File: src/hw/lcd_consts.svh
`ifndef LCD_CONSTS_SVH
`define LCD_CONSTS_SVH

// system clock rate seen by the controller
`define LCD_CYC_PER_US 3

`define LCD_T_POWER_US 500 // panel power-up wait

// init steps pulse e from 0 to LCD_T_INIT_E_US, then hold for the total
`define LCD_T_INIT_E_US 10
`define LCD_T_INIT_SHORT_US 60 // function set, display on/off
`define LCD_T_INIT_CLEAR_US 210 // display clear
`define LCD_T_INIT_ENTRY_US 110 // entry mode set

// host command cycle
`define LCD_T_EXEC_US 50 // whole cycle
`define LCD_T_E_RISE_US 1 // e goes high
`define LCD_T_E_FALL_US 14 // e goes low

// command queue
`define LCD_FIFO_DEPTH 4

`endif

File: src/hw/lcd_bus_pkg.sv
`default_nettype none

package lcd_bus_pkg;

	// one bus cycle as queued by the host
	typedef struct packed {
		logic rs; // register select
		logic rw; // 1 = read
		logic [7:0] data;
	} lcd_cmd_t;

	// values driven toward the panel
	typedef struct packed {
		logic e;
		logic rs;
		logic rw;
		logic [7:0] data;
	} lcd_pins_t;

	// timed steps run by the step timer
	typedef enum logic [2:0] {
		STEP_POWER, // wait only, no enable pulse
		STEP_INIT_SHORT, // function set, display on/off
		STEP_INIT_CLEAR, // display clear
		STEP_INIT_ENTRY, // entry mode set
		STEP_EXEC // host command
	} lcd_step_t;

endpackage

`default_nettype wire

File: src/hw/lcd_cfg_pkg.sv
`default_nettype none

package lcd_cfg_pkg;

	// init flags, msb first as in the function set/display/entry commands
	typedef struct packed {
		logic two_line; // N bit of function set
		logic font_5x10; // F bit of function set
		logic display_on; // D
		logic cursor_on; // C
		logic blink_on; // B
		logic increment; // I/D of entry mode
		logic shift; // S of entry mode
	} lcd_init_cfg_t;

endpackage

`default_nettype wire

File: src/hw/lcd_bus_drive.sv
`timescale 1ns/1ps
`default_nettype none

module lcd_bus_drive (
	input wire logic clk,
	input wire logic rst,
	input wire logic load,
	input wire lcd_bus_pkg::lcd_cmd_t cmd,
	input wire logic e,
	input wire logic [7:0] lcd_data_in,
	output lcd_bus_pkg::lcd_pins_t pins,
	output logic data_oe,
	output logic rd_valid,
	output logic [7:0] rd_data
);
	import lcd_bus_pkg::*;

	lcd_cmd_t cmd_q; // held until the next load
	logic e_q;
	logic e_fall;

	assign e_fall = e_q && !e;

	assign pins = '{e: e, rs: cmd_q.rs, rw: cmd_q.rw, data: cmd_q.data};

	always_ff @(posedge clk) begin
		if (rst) begin
			cmd_q <= '0;
			data_oe <= 1'b0;
			e_q <= 1'b0;
			rd_valid <= 1'b0;
		end else begin
			e_q <= e;
			if (load) begin
				cmd_q <= cmd;
				data_oe <= !cmd.rw; // release the bus for reads
			end
			rd_valid <= e_fall && cmd_q.rw;
		end
	end

	// panel byte is valid while e falls
	always_ff @(posedge clk) begin
		if (e_fall && cmd_q.rw) rd_data <= lcd_data_in;
	end

endmodule

`default_nettype wire

File: src/hw/lcd_cmd_fifo.sv
`timescale 1ns/1ps
`default_nettype none
`include "lcd_consts.svh"

module lcd_cmd_fifo #(
	parameter int DEPTH = `LCD_FIFO_DEPTH
) (
	input wire logic clk,
	input wire logic rst,
	input wire logic push,
	input wire lcd_bus_pkg::lcd_cmd_t din,
	input wire logic pop,
	output lcd_bus_pkg::lcd_cmd_t head,
	output logic empty,
	output logic drop
);
	import lcd_bus_pkg::*;

	localparam int PTR_W = (DEPTH > 1) ? $clog2(DEPTH) : 1;
	localparam int CNT_W = $clog2(DEPTH + 1);

	lcd_cmd_t mem [DEPTH];
	logic [PTR_W-1:0] rd_ptr, wr_ptr;
	logic [CNT_W-1:0] count;
	logic full, do_push, do_pop;

	assign empty = (count == '0);
	assign full = (count == CNT_W'(DEPTH));
	assign do_pop = pop && !empty;
	assign do_push = push && (!full || do_pop); // full + pop frees a slot
	assign head = mem[rd_ptr];

	always_ff @(posedge clk) begin
		if (do_push) mem[wr_ptr] <= din;
	end

	always_ff @(posedge clk) begin
		if (rst) begin
			rd_ptr <= '0;
			wr_ptr <= '0;
			count <= '0;
			drop <= 1'b0;
		end else begin
			if (do_push) wr_ptr <= (wr_ptr == PTR_W'(DEPTH - 1)) ? '0 : wr_ptr + 1'b1;
			if (do_pop) rd_ptr <= (rd_ptr == PTR_W'(DEPTH - 1)) ? '0 : rd_ptr + 1'b1;
			if (do_push && !do_pop) count <= count + 1'b1;
			else if (do_pop && !do_push) count <= count - 1'b1;
			drop <= push && !do_push; // one-cycle strobe
		end
	end

endmodule

`default_nettype wire

File: src/hw/lcd_ctrl.sv
`timescale 1ns/1ps
`default_nettype none

module lcd_ctrl (
	input wire logic clk,
	input wire logic rst,
	input wire lcd_cfg_pkg::lcd_init_cfg_t init_cfg,
	input wire logic fifo_empty,
	input wire lcd_bus_pkg::lcd_cmd_t fifo_head,
	output logic fifo_pop,
	output logic step_start,
	output lcd_bus_pkg::lcd_step_t step,
	input wire logic step_done,
	output logic bus_load,
	output lcd_bus_pkg::lcd_cmd_t bus_cmd,
	output logic init_done
);
	import lcd_cfg_pkg::*;
	import lcd_bus_pkg::*;

	typedef enum logic [2:0] {
		S_POWER,
		S_INIT_FUNC,
		S_INIT_DISP,
		S_INIT_CLEAR,
		S_INIT_ENTRY,
		S_IDLE,
		S_EXEC
	} state_t;

	state_t state, state_nxt;
	logic power_started; // power-up wait already launched
	logic launch; // start a step this cycle
	lcd_init_cfg_t cfg_q;
	lcd_init_cfg_t cfg_use;

	assign cfg_use = (state == S_POWER) ? init_cfg : cfg_q; // live until sampled

	// next step starts in the same cycle the previous one reports done
	always_comb begin
		state_nxt = state;
		launch = 1'b0;
		fifo_pop = 1'b0;
		case (state)
			S_POWER: begin
				if (!power_started) begin
					launch = 1'b1;
				end else if (step_done) begin
					state_nxt = S_INIT_FUNC;
					launch = 1'b1;
				end
			end
			S_INIT_FUNC: begin
				if (step_done) begin
					state_nxt = S_INIT_DISP;
					launch = 1'b1;
				end
			end
			S_INIT_DISP: begin
				if (step_done) begin
					state_nxt = S_INIT_CLEAR;
					launch = 1'b1;
				end
			end
			S_INIT_CLEAR: begin
				if (step_done) begin
					state_nxt = S_INIT_ENTRY;
					launch = 1'b1;
				end
			end
			S_INIT_ENTRY: begin
				if (step_done) state_nxt = S_IDLE;
			end
			S_IDLE: begin
				if (!fifo_empty) begin
					fifo_pop = 1'b1; // head is loaded this same cycle
					state_nxt = S_EXEC;
					launch = 1'b1;
				end
			end
			S_EXEC: begin
				if (step_done) state_nxt = S_IDLE;
			end
			default: state_nxt = S_POWER;
		endcase
	end

	// step kind and command byte for the state being entered
	always_comb begin
		step = STEP_EXEC;
		bus_cmd = fifo_head;
		case (state_nxt)
			S_POWER: step = STEP_POWER;
			S_INIT_FUNC: begin
				step = STEP_INIT_SHORT;
				bus_cmd = '{rs: 1'b0, rw: 1'b0,
					data: {4'b0011, cfg_use.two_line, cfg_use.font_5x10, 2'b00}};
			end
			S_INIT_DISP: begin
				step = STEP_INIT_SHORT;
				bus_cmd = '{rs: 1'b0, rw: 1'b0,
					data: {5'b00001, cfg_use.display_on, cfg_use.cursor_on, cfg_use.blink_on}};
			end
			S_INIT_CLEAR: begin
				step = STEP_INIT_CLEAR;
				bus_cmd = '{rs: 1'b0, rw: 1'b0, data: 8'h01};
			end
			S_INIT_ENTRY: begin
				step = STEP_INIT_ENTRY;
				bus_cmd = '{rs: 1'b0, rw: 1'b0,
					data: {6'b000001, cfg_use.increment, cfg_use.shift}};
			end
			default: ;
		endcase
	end

	assign step_start = launch;
	assign bus_load = launch && (state_nxt != S_POWER); // power step drives no bus

	always_ff @(posedge clk) begin
		if (rst) begin
			state <= S_POWER;
			power_started <= 1'b0;
			init_done <= 1'b0;
		end else begin
			state <= state_nxt;
			if (launch) power_started <= 1'b1;
			if (state == S_INIT_ENTRY && step_done) init_done <= 1'b1;
		end
	end

	always_ff @(posedge clk) begin
		if (state == S_POWER && state_nxt != S_POWER) cfg_q <= init_cfg; // sample on leaving power-up
	end

endmodule

`default_nettype wire

File: src/hw/lcd_step_timer.sv
`timescale 1ns/1ps
`default_nettype none
`include "lcd_consts.svh"

module lcd_step_timer (
	input wire logic clk,
	input wire logic rst,
	input wire logic start,
	input wire lcd_bus_pkg::lcd_step_t step,
	output logic e,
	output logic done
);
	import lcd_bus_pkg::*;

	localparam int POWER_CYC = `LCD_T_POWER_US * `LCD_CYC_PER_US;
	localparam int CNT_W = $clog2(POWER_CYC + 1); // power-up is the longest step

	lcd_step_t step_q;
	logic active;
	logic [CNT_W-1:0] cnt;
	logic [CNT_W-1:0] total, e_rise, e_fall;

	// windows in cycles, e is high for e_rise <= cnt < e_fall
	always_comb begin
		e_rise = CNT_W'(0);
		e_fall = CNT_W'(`LCD_T_INIT_E_US * `LCD_CYC_PER_US);
		case (step_q)
			STEP_POWER: begin
				total = CNT_W'(POWER_CYC);
				e_fall = CNT_W'(0); // no pulse
			end
			STEP_INIT_SHORT: total = CNT_W'(`LCD_T_INIT_SHORT_US * `LCD_CYC_PER_US);
			STEP_INIT_CLEAR: total = CNT_W'(`LCD_T_INIT_CLEAR_US * `LCD_CYC_PER_US);
			STEP_INIT_ENTRY: total = CNT_W'(`LCD_T_INIT_ENTRY_US * `LCD_CYC_PER_US);
			default: begin
				total = CNT_W'(`LCD_T_EXEC_US * `LCD_CYC_PER_US);
				e_rise = CNT_W'(`LCD_T_E_RISE_US * `LCD_CYC_PER_US);
				e_fall = CNT_W'(`LCD_T_E_FALL_US * `LCD_CYC_PER_US);
			end
		endcase
	end

	assign done = active && (cnt == total - 1'b1);
	assign e = active && (cnt >= e_rise) && (cnt < e_fall);

	always_ff @(posedge clk) begin
		if (rst) begin
			active <= 1'b0;
			cnt <= '0;
			step_q <= STEP_POWER;
		end else if (start) begin // wins over done for back-to-back steps
			active <= 1'b1;
			cnt <= '0;
			step_q <= step;
		end else if (done) begin
			active <= 1'b0;
		end else if (active) begin
			cnt <= cnt + 1'b1;
		end
	end

endmodule

`default_nettype wire

File: src/hw/lcd_subsys_top.sv
`timescale 1ns/1ps
`default_nettype none
`include "lcd_consts.svh"

module lcd_subsys_top (
	input wire logic clk,
	input wire logic rst,
	input wire lcd_cfg_pkg::lcd_init_cfg_t init_cfg,
	input wire logic cmd_push,
	input wire lcd_bus_pkg::lcd_cmd_t cmd,
	output logic cmd_drop,
	output logic rd_valid,
	output logic [7:0] rd_data,
	output logic init_done,
	output lcd_bus_pkg::lcd_pins_t pins,
	output logic data_oe,
	input wire logic [7:0] lcd_data_in
);
	import lcd_bus_pkg::*;

	lcd_cmd_t fifo_head, bus_cmd;
	lcd_step_t step;
	logic fifo_empty, fifo_pop;
	logic step_start, step_done;
	logic bus_load;
	logic e;

	lcd_cmd_fifo #(
		.DEPTH(`LCD_FIFO_DEPTH)
	) u_fifo (
		.clk(clk), .rst(rst),
		.push(cmd_push), .din(cmd),
		.pop(fifo_pop), .head(fifo_head),
		.empty(fifo_empty), .drop(cmd_drop)
	);

	lcd_ctrl u_ctrl (
		.clk(clk), .rst(rst),
		.init_cfg(init_cfg),
		.fifo_empty(fifo_empty), .fifo_head(fifo_head), .fifo_pop(fifo_pop),
		.step_start(step_start), .step(step), .step_done(step_done),
		.bus_load(bus_load), .bus_cmd(bus_cmd),
		.init_done(init_done)
	);

	lcd_step_timer u_timer (
		.clk(clk), .rst(rst),
		.start(step_start), .step(step),
		.e(e), .done(step_done)
	);

	lcd_bus_drive u_bus (
		.clk(clk), .rst(rst),
		.load(bus_load), .cmd(bus_cmd),
		.e(e), .lcd_data_in(lcd_data_in),
		.pins(pins), .data_oe(data_oe),
		.rd_valid(rd_valid), .rd_data(rd_data)
	);

endmodule

`default_nettype wire

File: config.mk
export PLATFORM = sky130hd
export DESIGN_NAME = lcd_subsys_top
export DESIGN_NICKNAME = d
export VERILOG_FILES = /design/src/hw/lcd_bus_pkg.sv /design/src/hw/lcd_cfg_pkg.sv /design/src/hw/lcd_bus_drive.sv /design/src/hw/lcd_cmd_fifo.sv /design/src/hw/lcd_ctrl.sv /design/src/hw/lcd_step_timer.sv /design/src/hw/lcd_subsys_top.sv
export VERILOG_INCLUDE_DIRS = /design/src /design/src/hw
export SDC_FILE = /design/constraint.sdc
export NUM_CORES = 1
export LEC_CHECK = 0
export BUFFER_PORTS_ARGS = -buffer_cell sky130_fd_sc_hd__buf_4
export CORE_MARGIN = 1.5
export CORE_UTILIZATION = 58
export CTS_CLUSTER_SIZE = 25
export DETAILED_ROUTE_END_ITERATION = 10
export PLACE_DENSITY = 0.82
export SLEW_MARGIN = 20
export SYNTH_ARGS = -nofsm -noshare
export SYNTH_HDL_FRONTEND = slang
export SYNTH_SLANG_ARGS = --single-unit
File: constraint.sdc
create_clock -name clk -period 3.4 [get_ports clk]
set_input_delay 0.17 -clock clk [delete_from_list [all_inputs] [get_ports clk]]
set_output_delay 0.17 -clock clk [all_outputs]
set_load 0.01 [all_outputs]
# Word-level counts from Yosys, hierarchy flattened

Memories as Yosys holds them, arrays and structs flattened. A register that Yosys moved wholly into a read port is not among the register bits.
Cells that the tools add are included.

Flip-flop bits (word level): 56
Latch bits: 0
RAM bits: 40
ROM bits: 0
Input bits: 28
Word-level logic and storage cells: 114
Memories: 1

$add $sub $neg: 6
$mul: 0
Divide/modulo/power cells: 0
Order comparisons: 2
Eq/ne operators: 17
Shift-type cells: 0
Muxes and demuxes: 29
Bitwise logic cells: 1
Reduce and logical (&&, ||, !) cells: 34

Memories:

| memory     | depth | width | rd ports | clocked after memory_dff | write ports | line               | text |
|---|---|---|---|---|---|---|---|
| u_fifo.mem | 4     | 10    | 1        | 1                        | 1           | lcd_cmd_fifo.sv:22 | `lcd_cmd_t mem [DEPTH];` |

Operators with widths:

| kind                  | count |
|---|---|
| $pmux 11 s4           | 1 |
| $pmux 10 s4           | 1 |
| $mux 3                | 9 |
| $eq 3x2->1 const B    | 6 |
| $pmux 3 s6            | 1 |
| $eq 3x3->1 const B    | 5 |
| $logic_and 1x1->1     | 13 |
| $logic_not 3->1       | 4 |
| $pmux 3 s4            | 1 |
| $pmux 6 s2            | 1 |
| $add 11x1->11 const B | 1 |
| $eq 11x11->1          | 1 |
| $ge 11x2->1           | 1 |
| $lt 11x6->1           | 1 |
| $sub 11x1->11 const B | 1 |
| $mux 2                | 5 |
| $eq 3x1->1 const B    | 3 |
| $mux 1                | 8 |
| $mux 7                | 1 |
| $logic_not 1->1       | 6 |
| $reduce_or 2->1       | 3 |
| $reduce_or 3->1       | 2 |
| $add 2x1->2 const B   | 2 |
| $eq 2x2->1 const B    | 2 |
| other kinds (9)       | 10 |

# Logic depth before layout (Yosys ltp)

Depth after elaboration: 11
Depth in mapped cells: 12
Depth with buffers taken out: 10

# Hierarchy

Synthesis repeated with hierarchy kept, for this count alone.

Cells, all modules: 395
Area total of the unflattened synthesis: 4680.7 µm²

Modules (own cells, without submodules):

| module         | times used | cells an instance | area an instance (µm²) |
|---|---|---|---|
| lcd_cmd_fifo   | 1          | 102               | 1946.9 |
| lcd_step_timer | 1          | 136               | 1094.8 |
| lcd_ctrl       | 1          | 107               | 937.1 |
| lcd_bus_drive  | 1          | 50                | 701.9 |

# Worst setup path before layout

OpenSTA, ideal clock, no wires.

Path kind: register to register
From: register u_ctrl.state[2]
To: register u_fifo.count[2]
Library setup time: 0.071 ns
Arrival time: 2.653 ns
Path slack: 0.676 ns
Stages on the path, launching flop included: 12
Path buffers: 2
Period minus slack after synthesis: 2.724 ns
Cell sequence: dfxtp_1 > clkbuf_1 > inv_1 > o211ai_1 > and2_1 > clkbuf_1 > ha_1 > inv_1 > fa_1 > xor2_1 > or3_1 > a21oi_1

Longest elaborated chain between the ends: 8

RTL lines:

| item                               | line               | text |
|---|---|---|
| start, declared                    | lcd_ctrl.sv:31     | `state_t state, state_nxt;` |
| start signal, assigned             | lcd_ctrl.sv:126    | `state <= state_nxt;` |
| $eq 3x3->1 *                       | lcd_ctrl.sv:44     | `case (state)` |
| $mux 1 *                           | lcd_ctrl.sv:44     |  |
| $logic_and 1x1->1 *                | lcd_cmd_fifo.sv:29 | `assign do_pop = pop && !empty;` |
| $logic_or 1x1->1 *                 | lcd_cmd_fifo.sv:30 | `assign do_push = push && (!full \|\| do_pop);` |
| $logic_and 1x1->1 *                | lcd_cmd_fifo.sv:30 |  |
| named net u_fifo.do_push           | lcd_cmd_fifo.sv:25 | `logic full, do_push, do_pop;` |
| $logic_not 1->1                    | lcd_cmd_fifo.sv:47 | `else if (do_pop && !do_push) count <= count - 1'b1;` |
| $logic_and 1x1->1                  | lcd_cmd_fifo.sv:47 |  |
| $reduce_bool 2->1 (no source line) | --                 |  |
| end signal, assigned               | lcd_cmd_fifo.sv:46 | `if (do_push && !do_pop) count <= count + 1'b1;` |
| end signal, assigned               | lcd_cmd_fifo.sv:47 |  |
| end, declared                      | lcd_cmd_fifo.sv:24 | `logic [CNT_W-1:0] count;` |

Mark *: on every way through the listed nets, which the timed path passes. The rest lies on a longest branch.
A chain may end at the register's enable or synchronous reset.

# Worst setup path in the final report

From: register u_timer.step_q[1]
To: register u_bus.cmd_q, in the netlist u_bus.pins[1]

Longest elaborated chain between the ends: 10

RTL lines:

| item                                             | line                            | text |
|---|---|---|
| start, declared                                  | lcd_step_timer.sv:18            | `lcd_step_t step_q;` |
| start signal, assigned                           | lcd_step_timer.sv:54            | `step_q <= step;` |
| $eq 3x2->1, or another cell as far along         | lcd_step_timer.sv:27            | `case (step_q)` |
| $pmux 11 s4 *                                    | lcd_step_timer.sv:27            |  |
| $sub 11x1->11 *                                  | lcd_step_timer.sv:43            | `assign done = active && (cnt == total - 1'b1);` |
| $eq 11x11->1 *                                   | lcd_step_timer.sv:43            |  |
| $logic_and 1x1->1 *                              | lcd_step_timer.sv:43            |  |
| $mux 3                                           | lcd_ctrl.sv:48                  | `end else if (step_done) begin` |
| $mux 3                                           | lcd_ctrl.sv:46                  | `if (!power_started) begin` |
| $pmux 3 s6                                       | lcd_ctrl.sv:44                  |  |
| $eq 3x3->1, or another cell as far along         | lcd_ctrl.sv:92                  | `case (state_nxt)` |
| $pmux 10 s4 or $logic_and 1x1->1 (tied branches) | lcd_ctrl.sv:92, lcd_ctrl.sv:118 |  |
| end signal, assigned                             | lcd_bus_drive.sv:35             | `cmd_q <= cmd;` |
| end, declared                                    | lcd_bus_drive.sv:18             | `lcd_cmd_t cmd_q;` |

Every way passes the cells marked *; elsewhere a longest branch is shown, timed or not.

==> run metrics <==
Lkg Pwr 2.04 nW; Async S/R FF share, synth 0%; synthesized instance count 383; PortBufs 50; die height 91.4 µm; CTS Sinks 98; vias in the first global route 3,307; worst hold margin 0.0988 ns; HP Start cmd_push; Crit. End Element flip-flop; width of the die 91.4 µm; Top Ports 51; startpoint type of the worst setup path flip-flop; RR Startpoint u_timer.step_q[1]; insertion delay to the later sink of the worst-skew pair 0.36 ns; DRC Markers 0; gr ovfl total 0; Relative slew margins 45.5%; clk_skew 0.0156 ns; # rows 32; Critical Path Fanout Max 18; Root Driver clkbuf_8; DRT iter0 DRCs 186; routed wire length 9430 µm; die area 8360 µm²; RSZ-0062 raised after global routing no; ANT nets after route 0; count of distinct cell types in the synthesized netlist 65; final hold violations 0; Clock transition at path regs 0.10 ns; Crit Path Class reg -> reg; largest net degree at the start of global routing 32; Total Nets Final 496; core box area 7650 µm²; vias per inst 5.79; worst min path class in -> reg; total negative setup slack 0 ns; min Tclk post-route 3.01 ns; Max Root-Sink Buffers 2; post-DP HPWL 6410 µm; initial antenna violation count 0; RePlAce Congestion 0.905; TritonCTS clock tree built; global-route wire length before repair 15,500 µm; Starting Density 59.3%; crit share post-route 88.6%; share of layout cells above drive strength 1 20.7%; via count 3,244; status finished, final reports clean; post_cts resized 0; Layout area overhead 20.1%; worst path cell trace and3_1, ha_1, xor2_1, nand4_1, a221oi_4, nand3_4, a21oi_2, nand2_1, a311oi_1; Num CTS Buffers 9; Antenna diodes 0; delay of the slowest cell on the worst path 0.69 ns; synthesized area per cell 11.8 µm²; slowest CP cell dfxtp_1; Setup crit start u_timer.step_q[1]; Net Count, Synth 426; Final setup viols 0; Slew Viols, Final 0; f_max 0.332 GHz; register bit total from synthesis 98; max-cap violations 0; Total GRT Usage 24.3%; worst vdd ir 0.269 mV; Critical Path RT 3.68 ns; Pwr per Cell Area 427 nW/µm²; Post-synth EDFFs 55; sequential share of the synthesized area 55.4%; Ys Warns 0; synthesized area 4540 µm²; actual slew at the worst max-slew pin 0.811 ns; H-Tree Depth 3; Top FF cell, synth edfxtp_1; drt pass-1 iters 6; DR WL/cell 16.8 µm; Worst Path Arrival 3.29 ns
## through the flow
stage / area, µm² / worst slack [ns] / power, mW / util, % / instances
2_1_floorplan: 4540 / 0.676 / 1.47 / - / 383
3_3_place_gp: 4980 / 0.626 / 1.52 / 65.1 / 519
3_5_place_dp: 4980 / 0.497 / 1.53 / 65.1 / 519
4_1_cts: 5450 / 0.472 / 2.34 / 71.3 / 560
5_1_grt: 5450 / 0.164 / 2.42 / 71.3 / 560
6_report: 5450 / 0.387 / 2.33 / 71.3 / 560
## sequential cells by signal, summed over array words and instances (netlist names), 3 cells and up, named ones only
name,flops
u_bus.pins,10
u_bus.rd_data,8
u_ctrl.cfg_q,7
u_ctrl.state,3
u_fifo.count,3
u_fifo.mem,40
u_timer.cnt,11
u_timer.step_q,3
## area by class of cell
class | instances | area [µm²]
Fill cell | 515 | 2200
Tap cell | 102 | 128
Multi-Input combinational cell | 244 | 1850
Sequential cell | 98 | 2510
Clock buffer | 9 | 124
Timing Repair Buffer | 81 | 671
Inverter | 19 | 71.3
Clock inverter | 7 | 98.8
## repair_timing
item | 4_1_cts | 5_1_grt
setup buffers | 0 | 0
hold endpoints to repair | 52 | 0
hold buffers | 25 | 0
## per-layer routing
metal	share of wire, %	vias to the layer above	global-route usage [%]
met5	0	-	0
met4	1.3	0	9.51
met3	5.1	14	4.94
met2	52	115	41.9
met1	42	1552	29.9
li1	-	1563	-
## power breakdown
group          internal, mW  switching (mW)
registers              1.30          0.0274
logic                 0.100          0.0997
clock network         0.361           0.439
total                  1.76           0.566
## cells in the mapped netlist (2+ instances only)
cell      instances  share of area (%)
a22oi_1           4               0.66
edfxtp_1         55                 36
and2_1           15                2.1
a31oi_1           5               0.69
and4bb_2          2               0.55
nor2_1           33                2.7
nand2b_1          2               0.28
inv_1            17                1.4
clkbuf_1         15                1.2
or3_1             3               0.41
xnor2_1          10                1.9
mux4_2           10                5.0
buf_2             2               0.22
nand2_1          13                1.1
buf_6             2               0.50
nand3_1           7               0.77
mux2i_1           5                1.1
nor2b_1           6               0.83
a211oi_1          5               0.83
a21oi_1          19                2.1
ha_1             14                3.9
a311oi_1          3               0.58
o211ai_1          2               0.33
nor4_1            2               0.28
o32a_1            2               0.44
o21ai_0          12                1.3
dfxtp_1          43                 19
nor3_1           12                1.3
nand4_1           7               0.97
and3_1           12                1.7
a32oi_1           2               0.39
nor3b_1           3               0.50
a211oi_2          2               0.55
buf_4             2               0.33
xor2_1            5               0.97
## logic make-up (layout without fill, tap and decap cells)
logic type / count (synthesis) / count (layout) / synth area share (%)
AOI/OAI and AO/OA: 73 / 73 / 12.0
xor gates and xnor gates: 15 / 15 / 2.90
adders and majority gates: 16 / 16 / 4.52
buffers and inverters: 41 / 116 / 3.94
DFF: 98 / 98 / 55.4
muxes: 15 / 15 / 6.07
and+or+nand+nor: 125 / 125 / 15.2
## worst max-delay path, delay by kind of cell (launching register included)
kind | cells | cell delay, ns
compound gates | 3 | 1.10
xor+xnor | 1 | 0.23
fa+ha+maj | 1 | 0.15
flops | 1 | 0.69
simple gates | 4 | 0.76
## cells in the final DEF, fill, tap and decap left out, types with 6 or more instances in the layout
master	synthesis	layout
nor3_1	12	12
clkbuf_8	0	9
o21ai_0	12	12
ha_1	14	14
inv_1	17	17
a21oi_1	19	19
xnor2_1	10	10
nor2_1	33	33
mux4_2	10	10
edfxtp_1	55	55
nand4_1	7	7
buf_4	2	56
and2_1	15	15
dlygate4sd3_1	0	25
dfxtp_1	43	43
nor2b_1	6	6
nand3_1	7	7
and3_1	12	12
nand2_1	13	13
## worst paths after layout
| kind | end | slack, ns | cells after the start |
|---|---|---|---|
| hold / removal | u_fifo.drop | 0.1 | 2 |
| setup reg to reg | u_bus.pins[1] | 0.39 | 9 |
| hold reg to reg | u_fifo.rd_ptr[1] | 0.49 | 2 |
| setup / recovery | u_bus.pins[1] | 0.39 | 9 |
Note: power is estimated with default switching activity, not from simulation.
